$ cat src/common/corr_bus_pkg.sv
`default_nettype none

package corr_bus_pkg;

   localparam int CORR_W         = 8;   // One correlation result and one bus word
   localparam int ADDR_W         = 19;
   localparam int N_S05          = 6;
   localparam int N_S10          = 11;
   localparam int N_S20          = 21;
   localparam int WORDS_PER_BEAT = 6;
   localparam int LAST_BEAT      = 7;
   localparam int SEQ_IDLE       = LAST_BEAT + 1;   // Saturation value, reads as beat 0
   localparam int BEAT_NUM_W     = 3;
   localparam int SEQ_W          = 4;

   // Header occupies the first three slots of a burst
   localparam int N_HDR_SLOTS    = 3;
   localparam int SLOT_ADDR_LO   = 0;
   localparam int SLOT_ADDR_MID  = 1;
   localparam int SLOT_ADDR_HI   = 2;

   // First slot of each result group in send order
   localparam int S05_BASE       = N_HDR_SLOTS;
   localparam int S10_BASE       = S05_BASE + N_S05;
   localparam int S20_BASE       = S10_BASE + N_S10;
   localparam int PAD_SLOT       = S20_BASE + N_S20;
   localparam int N_SLOTS        = PAD_SLOT + 1;   // 42 slots fill seven beats exactly

   typedef logic [CORR_W-1:0]     corr_t;
   typedef logic [BEAT_NUM_W-1:0] beat_num_t;
   typedef logic [SEQ_W-1:0]      seq_cnt_t;

   typedef struct packed {
      logic [ADDR_W-1:0] addr;
      logic              comp_switch;
   } frame_hdr_t;

   typedef struct packed {
      corr_t [N_S05-1:0] s05;
      corr_t [N_S10-1:0] s10;
      corr_t [N_S20-1:0] s20;
   } corr_set_t;

   typedef corr_t [N_SLOTS-1:0] slot_list_t;

   // Word 1 of the bus sits at index 0
   typedef corr_t [WORDS_PER_BEAT-1:0] beat_words_t;

   typedef struct packed {
      beat_num_t   num;
      beat_words_t words;
   } beat_t;

   // First slot carried by data beat num, valid for 1 to LAST_BEAT
   function automatic int beat_base(beat_num_t num);
      return (int'(num) - 1) * WORDS_PER_BEAT;
   endfunction

endpackage

`default_nettype wire

$ cat src/burst/beat_packer.sv
`default_nettype none

module beat_packer
   import corr_bus_pkg::*;
(
   input  logic       clk,
   input  logic       rst,
   input  slot_list_t slots,
   input  beat_num_t  beat_num,
   output beat_t      beat
);

   beat_t beat_sel;
   beat_t beat_a;

   // Beat 0 is the idle beat, beats 1 to 7 each carry six consecutive slots
   always_comb
   begin
      int base;

      base     = 0;
      beat_sel = '0;

      if (beat_num != '0)
      begin
         base         = beat_base(beat_num);
         beat_sel.num = beat_num;
         for (int w = 0; w < WORDS_PER_BEAT; w++)
         begin
            beat_sel.words[w] = slots[base + w];
         end
      end
   end

   // Stage A registers the selected beat
   always_ff @(posedge clk)
   begin
      if (rst)
      begin
         beat_a <= '0;
      end
      else
      begin
         beat_a <= beat_sel;
      end
   end

   // Stage B drives the bus
   always_ff @(posedge clk)
   begin
      if (rst)
      begin
         beat <= '0;
      end
      else
      begin
         beat <= beat_a;
      end
   end

   // Idle beats on the bus never carry stale data
   a_idle_zero : assert property (
      @(posedge clk) disable iff (rst)
      (beat.num == '0) |-> (beat.words == '0)
   );

endmodule

`default_nettype wire

$ cat src/burst/beat_scheduler.sv
`default_nettype none

module beat_scheduler
   import corr_bus_pkg::*;
(
   input  logic      clk,
   input  logic      rst,
   input  logic      new_frame,
   output beat_num_t beat_num
);

   seq_cnt_t seq_cnt;

   // Counts 1 through LAST_BEAT after a strobe, then parks at SEQ_IDLE
   always_ff @(posedge clk)
   begin
      if (rst)
      begin
         seq_cnt <= '0;
      end
      else if (new_frame)
      begin
         seq_cnt <= seq_cnt_t'(1);   // A strobe mid-burst starts over
      end
      else if ((seq_cnt != '0) && (seq_cnt != seq_cnt_t'(SEQ_IDLE)))   // Zero waits for a strobe
      begin
         seq_cnt <= seq_cnt + seq_cnt_t'(1);
      end
   end

   // SEQ_IDLE drops its top bit and reads as beat 0
   assign beat_num = seq_cnt[BEAT_NUM_W-1:0];

   a_seq_range : assert property (
      @(posedge clk) disable iff (rst)
      seq_cnt <= seq_cnt_t'(SEQ_IDLE)
   );

endmodule

`default_nettype wire

$ cat src/hdl/corr_bus_top.sv
`default_nettype none

module corr_bus_top
   import corr_bus_pkg::*;
(
   input  logic       clk,
   input  logic       rst,
   input  logic       new_frame,
   input  frame_hdr_t hdr,
   input  corr_set_t  corr,
   output beat_t      beat
);

   slot_list_t slots;
   beat_num_t  beat_num;

   // Holds the captured frame in send order
   corr_snapshot snapshot_i (
      .clk       (clk),
      .rst       (rst),
      .new_frame (new_frame),
      .hdr       (hdr),
      .corr      (corr),
      .slots     (slots)
   );

   // Both the snapshot and the counter act on the same strobe edge
   beat_scheduler scheduler_i (
      .clk       (clk),
      .rst       (rst),
      .new_frame (new_frame),
      .beat_num  (beat_num)
   );

   // Two register stages, so beat n reaches the bus after edge t+n+1
   beat_packer packer_i (
      .clk      (clk),
      .rst      (rst),
      .slots    (slots),
      .beat_num (beat_num),
      .beat     (beat)
   );

endmodule

`default_nettype wire

$ cat src/hdl/corr_snapshot.sv
`default_nettype none

module corr_snapshot
   import corr_bus_pkg::*;
(
   input  logic       clk,
   input  logic       rst,
   input  logic       new_frame,
   input  frame_hdr_t hdr,
   input  corr_set_t  corr,
   output slot_list_t slots
);

   frame_hdr_t hdr_q;
   corr_set_t  corr_q;

   // Frame is held until the next strobe so a burst always reads one snapshot
   always_ff @(posedge clk)
   begin
      if (rst)
      begin
         hdr_q  <= '0;
         corr_q <= '0;
      end
      else if (new_frame)
      begin
         hdr_q  <= hdr;
         corr_q <= corr;
      end
   end

   always_comb
   begin
      slots = '0;

      slots[SLOT_ADDR_LO]  = hdr_q.addr[7:0];
      slots[SLOT_ADDR_MID] = hdr_q.addr[15:8];
      slots[SLOT_ADDR_HI]  = {hdr_q.addr[ADDR_W-1:16], hdr_q.comp_switch, 4'b0000};

      for (int i = 0; i < N_S05; i++)
      begin
         slots[S05_BASE + i] = corr_q.s05[i];
      end

      for (int i = 0; i < N_S10; i++)
      begin
         slots[S10_BASE + i] = corr_q.s10[i];
      end

      for (int i = 0; i < N_S20; i++)
      begin
         slots[S20_BASE + i] = corr_q.s20[i];
      end

      slots[PAD_SLOT] = '0;   // Last word of beat 7 is padding
   end

   // The receiver relies on the zero nibble and zero pad to frame the burst
   a_zero_fill : assert property (
      @(posedge clk)
      (slots[PAD_SLOT] == '0) && (slots[SLOT_ADDR_HI][3:0] == 4'b0000)
   );

endmodule

`default_nettype wire

$ cat config.mk
export PLATFORM = sky130hd
export DESIGN_NAME = corr_bus_top
export DESIGN_NICKNAME = d
export VERILOG_FILES = /design/src/common/corr_bus_pkg.sv /design/src/burst/beat_packer.sv /design/src/burst/beat_scheduler.sv /design/src/hdl/corr_bus_top.sv /design/src/hdl/corr_snapshot.sv
export SDC_FILE = /design/constraint.sdc
export NUM_CORES = 1
export LEC_CHECK = 0
export ABC_AREA = 1
export ABC_CLOCK_PERIOD_IN_PS = 12300
export BUFFER_PORTS_ARGS = -buffer_cell sky130_fd_sc_hd__buf_2
export CAP_MARGIN = 20
export CORE_ASPECT_RATIO = 2
export CORE_UTILIZATION = 55
export CTS_CLUSTER_SIZE = 16
export DETAILED_ROUTE_END_ITERATION = 8
export PLACE_DENSITY = 0.74
export SYNTH_ARGS = -nofsm -noshare
export SYNTH_HDL_FRONTEND = slang
export SYNTH_HIERARCHICAL = 1
export SYNTH_SLANG_ARGS = --single-unit
export TNS_END_PERCENT = 30
$ cat constraint.sdc
create_clock -name clk -period 12.3 [get_ports clk]
set_input_delay 2.46 -clock clk [delete_from_list [all_inputs] [get_ports clk]]
set_output_delay 2.46 -clock clk [all_outputs]
set_load 0.03 [all_outputs]
==> results.py, run 1 <==
metrics = {
    "clock_tree": {
        "hold_buffers": 0,
        "clock_latency_ns": 0.57,
        "clk_pin_slew_ns": 0.07,
        "cts_made_buffers": 39,
        "cts_root_buffer": "clkbuf_16",
        "cts_tree": "yes",
        "htreeDepth": 2,
        "cts_setup_buffers": 0,
        "clk_path_buf_depth": 3,
        "post_cts_resized": 0,
        "cts_sinks": 429,
    },
    "logic_synthesis": {
        "synth.area.top_cells": "dfxtp_1 33%, nand2_1 24%, nor2_1 11%",
        "synth_edf_count": 0,
        "async_flop_share_pct": 0,
        "ys.flop_type": "dfxtp_1",
        "synth_cell_types": 36,
        "synth_area_leader_cell": "dfxtp_1",
        "yosysWarnings": 6,
        "synth_cells": 4574,
        "ys_ff_latch": 429,
        "syn_avg_cell_area_um2": 5.71,
        "synth_common_cells": "1,691 x nand2_1, 769 x nor2_1, 676 x inv_1, 437 x nand3_1, 429 x dfxtp_1",
        "netlist_area_mm2": 0.0261,
        "yosys.area.top_type_share_pct": 32.9,
        "synth.most_common_cell": "nand2_1",
        "synth_seq_area_share_pct": 32.9,
    },
    "detailed_routing": {
        "wire_per_inst_um": 18.5,
        "top_layer": "met5",
        "antenna_left": 0,
        "avgViaCountPerCell": 5.10,
        "met1_length_um": 33400,
        "num_vias": 27500,
        "drt-initial-drc-count": 2635,
        "met2_length_um": 47800,
        "dr.pass1.iters": 7,
        "route.detailed.drc": 0,
        "wl_met3_um": 6530,
        "drt-total-wl_um": 99900,
    },
    "critical_path": {
        "cp-start-kind": "flop",
        "cp.required_ns": 12.71,
        "worstPathMaxFanout": 106,
        "critPathKind": "reg -> reg",
        "r2r_slack_ns": 7.14,
        "cp-end-kind": "flop",
        "startpoint": "scheduler_i/seq_cnt[0]",
        "crit_arrival_ns": 5.58,
        "r2r_start": "scheduler_i/seq_cnt[0]",
        "cp-endpoint": "packer_i/beat_a[1]",
        "reg2reg_depth": 11,
        "r2r-end": "packer_i/beat_a[1]",
    },
    "global_routing": {
        "grt_max_degree": 238,
        "grt_first_pass_wirelength_um": 143000,
        "grtUsageTotal_pct": 40.5,
        "overflow": 0,
        "grt_pass1_vias": 24300,
        "antenna_found_initial": 7,
    },
    "min_path": {
        "hp-start": "packer_i/beat_a[12]",
        "min_path_type": "reg -> reg",
    },
    "run_status": {
        "status": "finished clean",
    },
    "sta": {
        "layout_min_cycle_time_ns": 5.16,
        "fin_worst_skew_ns": 0.0225,
        "worst_slew_pin_slew_ns": 1.25,
        "fmax_mhz": 194,
        "slew-limit-headroom_pct": 15.8,
        "tns_ns": 0,
        "slew_violations": 0,
        "finalHoldViolCount": 0,
        "rsz0062_at_grt": "no",
        "period_share_pct": 42.0,
        "setup_viol": 0,
    },
    "die": {
        "dieArea_mm2": 0.0484,
        "pin_count": 378,
        "dieWidth_um": 156,
        "floorplan.initialDensity_pct": 55.8,
        "fp.dieH_um": 310,
        "core_mm2": 0.0468,
        "placementRows": 112,
    },
    "power_and_ir_drop": {
        "leakagePower_nw": 15.8,
        "ir_drop_v": 0.000123,
        "p_per_area_mw_per_mm2": 148,
    },
    "cells_and_area": {
        "synthToLayoutAreaGrowth_pct": 9.18,
        "final_core_util_pct": 60.9,
        "multi_input_area_mm2": 0.0131,
        "ff_latch_area_mm2": 0.00859,
        "layout-drive-gt1-share_pct": 10.5,
        "fill_cells": 4917,
        "nNetsFinal": 5071,
    },
    "place": {
        "hpwl_um": 72100,
        "gp_congestion": 1.05,
        "port_buffers": 377,
    },
    "job": {
        "drv_cap": 0,
    },
}
==> routing by layer <==
metal  global-route usage, %  vias to the layer above
met2                    69.5                     1268
met5                       0                        -
met3                    6.73                      418
met4                    42.3                        6
met1                    40.1                    12000
li1                        -                    13800
==> stage by stage <==
stage / setup slack [ns] / area [um2] / hold WS, ns / instances / total power, W
after floorplan: 8.29 / 26200 / 0.388 / 4585 / 0.00244
after global placement: 7.38 / 27200 / 0.390 / 5318 / 0.00287
after detailed placement: 7.35 / 27200 / 0.392 / 5318 / 0.00288
after CTS: 7.34 / 28500 / 0.401 / 5385 / 0.00416
after global routing: 6.89 / 28500 / 0.419 / 5388 / 0.00439
final: 7.14 / 28500 / 0.401 / 5389 / 0.00422
==> how the worst min path moves through the flow <==
stage                                   end  cells past startpoint
after CTS                 packer_i/beat[25]                      2
after detailed placement  packer_i/beat[19]                      2
after floorplan            packer_i/beat[0]                      2
after global routing      packer_i/beat[25]                      2
after global placement     packer_i/beat[9]                      2
final                     packer_i/beat[12]                      2
==> power by group <==
group | internal, W | total (W) | leakage [nW] | switching, W
logic | 0.000368 | 0.00135 | 11.6 | 0.000985
registers | 0.00149 | 0.00157 | 3.55 | 0.0000789
clock network | 0.000731 | 0.00130 | 0.651 | 0.000564
==> cell families after synthesis <==
group,count (synthesis),share of synthesized area [%]
AOI/OAI and AO/OA,233,4.64
and+or+nand+nor,2912,44.3
adders and majority gates,11,0.584
other,1,0.0144
xor gates and xnor gates,6,0.331
buffers and inverters,982,17.3
DFF,429,32.9
==> layout make-up <==
| class | instances | area share, % |
|---|---|---|
| Multi-Input combinational cell | 3174 | 45.9 |
| Sequential cell | 429 | 30.1 |
| Inverter | 687 | 9.10 |
| Timing Repair Buffer | 402 | 7.44 |
| Clock buffer | 51 | 3.94 |
| Tap cell | 627 | 2.75 |
| Clock inverter | 16 | 0.750 |
| Antenna cell | 3 | 0.0263 |
==> state kept, by name, indices dropped and copies added, names as in the netlist <==
| signal | count |
|---|---|
| snapshot_i/slots | 324 |
| packer_i/beat_a | 51 |
| scheduler_i/seq_cnt | 3 |
| packer_i/beat | 51 |
==> critical path, stage by stage (launching register included) <==
cell     delay, ns
dfxtp_4       0.44
inv_4         0.10
buf_4         0.76
buf_4         0.89
nand2_1       0.21
nand2_4       0.69
buf_4         0.80
nand2_1       0.10
nand3_1       0.14
nand3_1       0.16
nand3_1       0.43
a21oi_1       0.16
==> cell usage in the layout, fill, tap and decap left out, types with 3 or more instances in the layout <==
cell type,synthesis,layout
clkinv_2,0,4
inv_6,0,3
clkbuf_16,0,40
nand2_2,4,4
inv_4,2,3
nand3_1,437,437
inv_1,676,675
buf_4,38,22
inv_2,9,7
nor2_1,769,768
diode_2,0,3
nand2_1,1691,1690
dfxtp_1,429,428
ha_1,9,8
nor2_4,3,3
bufinv_16,0,4
o21ai_1,11,11
conb_1,1,12
clkbuf_8,21,8
o21ai_0,124,124
o31ai_1,15,15
buf_2,79,376
clkinvlp_4,0,3
a21oi_1,80,80
clkbuf_1,77,3
buf_12,0,3
(Power assumes the default switching activity.)
==> run 2, diff against run 1 <==
--- a/config.mk
+++ b/config.mk
@@ -6,14 +6,14 @@
 export NUM_CORES = 1
 export LEC_CHECK = 0
 export ABC_AREA = 1
-export ABC_CLOCK_PERIOD_IN_PS = 12300
+export ABC_CLOCK_PERIOD_IN_PS = 4300
 export BUFFER_PORTS_ARGS = -buffer_cell sky130_fd_sc_hd__buf_2
 export CAP_MARGIN = 20
 export CORE_ASPECT_RATIO = 2
-export CORE_UTILIZATION = 55
+export CORE_UTILIZATION = 53
 export CTS_CLUSTER_SIZE = 16
 export DETAILED_ROUTE_END_ITERATION = 8
-export PLACE_DENSITY = 0.74
+export PLACE_DENSITY = 0.75
 export SYNTH_ARGS = -nofsm -noshare
 export SYNTH_HDL_FRONTEND = slang
 export SYNTH_HIERARCHICAL = 1
==> constraint.sdc (replaced) <==
create_clock -name clk -period 4.3 [get_ports clk]
set_input_delay 0.86 -clock clk [delete_from_list [all_inputs] [get_ports clk]]
set_output_delay 0.86 -clock clk [all_outputs]
set_load 0.03 [all_outputs]
==> results.py, run 2 (synthesized netlist as in run 1, its figures left out) <==
metrics = {
    "run_status": {
        "status": "finished clean",
    },
    "clock_tree": {
        "cts_made_buffers": 39,
        "clk_path_buf_depth": 3,
        "clock_latency_ns": 0.57,
        "cts_sinks": 429,
        "cts_root_buffer": "clkbuf_16",
        "cts_setup_buffers": 0,
        "cts_tree": "yes",
        "clk_pin_slew_ns": 0.07,
        "hold_buffers": 0,
        "htreeDepth": 2,
        "post_cts_resized": 0,
    },
    "critical_path": {
        "critPathKind": "reg -> reg",
        "cp_top_family": "buffers and inverters",
        "cp.depth": 12,
        "cp_num_buf_inv": 4,
        "slowest_stage": "fa_1",
        "startpoint": "scheduler_i/seq_cnt[0]",
        "worstPathMaxFanout": 180,
        "r2r_start": "scheduler_i/seq_cnt[0]",
        "cp.required_ns": 4.72,
        "cp-start-kind": "flop",
        "reg2reg_depth": 12,
        "max_stage_delay_ns": 0.59,
        "cpMostUsedCell": "nand2_1",
        "crit_chain": "buf_12 > fa_1 > buf_4 > nand2_1 > inv_1 > nor2_2 > buf_4 > nand3_1 > nand3_1 > nand2_1 > nand2_1 > a21oi_1",
        "crit_arrival_ns": 3.88,
        "cp-end-kind": "flop",
    },
    "die": {
        "core_mm2": 0.0485,
        "pin_count": 378,
        "dieArea_mm2": 0.0502,
        "placementRows": 114,
        "dieWidth_um": 159,
        "fp.dieH_um": 316,
        "floorplan.initialDensity_pct": 53.9,
    },
    "sta": {
        "layout_min_cycle_time_ns": 3.46,
        "finalHoldViolCount": 0,
        "rsz0062_at_grt": "no",
        "period_share_pct": 80.4,
        "worst_slack_ns": 0.841,
        "tns_ns": 0,
        "setup_viol": 0,
        "slew-limit-headroom_pct": 22.3,
        "fmax_mhz": 289,
        "worst_slew_pin_slew_ns": 1.15,
        "slew_violations": 0,
        "fin_worst_skew_ns": 0.0246,
        "fin_hold_ws_ns": 0.409,
    },
    "global_routing": {
        "grt_max_degree": 195,
        "grt_pass1_vias": 26200,
        "grtUsageTotal_pct": 42.5,
        "overflow": 0,
        "antenna_found_initial": 11,
        "grt_first_pass_wirelength_um": 157000,
    },
    "place": {
        "dp_slack_ns": 0.905,
        "gp_congestion": 1.10,
        "port_buffers": 377,
        "place_area_mm2": 0.0276,
        "hpwl_um": 81200,
    },
    "detailed_routing": {
        "drt-total-wl_um": 108000,
        "dr.pass1.iters": 6,
        "avgViaCountPerCell": 5.13,
        "antenna_left": 0,
        "route.detailed.drc": 0,
        "wire_per_inst_um": 19.8,
        "drt-initial-drc-count": 2232,
        "num_vias": 28000,
    },
    "cells_and_area": {
        "final_common_cell": "nand2_1",
        "layout-drive-gt1-share_pct": 11.3,
        "layout_common_cells": "1,691 x nand2_1, 768 x nor2_1, 676 x inv_1",
        "synthToLayoutAreaGrowth_pct": 11.1,
        "largest_reg_flops": 324,
        "nNetsFinal": 5118,
        "finish.instance_area_mm2": 0.0290,
    },
    "min_path": {
        "hp-start": "packer_i/beat_a[49]",
        "holdPathStages": 2,
        "min_path_type": "reg -> reg",
    },
    "power_and_ir_drop": {
        "ir_drop_v": 0.000350,
        "p_per_area_mw_per_mm2": 418,
        "leakagePower_nw": 16.1,
    },
    "job": {
        "drv_cap": 0,
    },
}
==> run 2: through the flow <==
step,total power (W),std cells,utilization (%)
after floorplan,0.00697,4585,-
after global placement,0.00839,5372,57.0
after detailed placement,0.00840,5372,57.0
after CTS,0.0120,5442,59.7
after global routing,0.0126,5454,59.8
final,0.0121,5456,59.8
==> run 2: worst min-delay path: stages (launching register included) <==
cell and delay [ns]:
dfxtp_1 0.30, inv_1 0.04, nor2_1 0.03
==> run 2: cell type report <==
class / count / area [um2]
repair buffers: 449 / 2630
fillers: 5015 / 19500
flip-flops and latches: 429 / 8590
diodes: 9 / 22.5
inverters: 687 / 2590
multi-input cells: 3174 / 13100
well taps: 638 / 798
clock buffers: 50 / 1100
clock inverters: 20 / 210
==> run 2: per-layer routing <==
| metal | global-route usage (%) | part of all wire [%] | vias up |
|---|---|---|---|
| met4 | 48.9 | 13 | 4 |
| met1 | 38.8 | 32 | 12400 |
| met5 | 0 | 0.019 | - |
| met3 | 7.60 | 5.9 | 456 |
| met2 | 75.2 | 49 | 1172 |
| li1 | - | - | 13900 |
==> run 2: final timing paths <==
kind | endpoint | slack, ns
setup / recovery | packer_i/beat_a[16] | 0.84
hold / removal | packer_i/beat[49] | 0.41
setup reg to reg | packer_i/beat_a[16] | 0.84
hold reg to reg | packer_i/beat[49] | 0.41
==> run 2: power by group <==
group | leakage [nW] | switching (W) | internal, W
clock | 0.634 | 0.00167 | 0.00197
sequential | 3.55 | 0.000254 | 0.00427
combinational | 11.9 | 0.00284 | 0.00114
total | 16.1 | 0.00476 | 0.00738
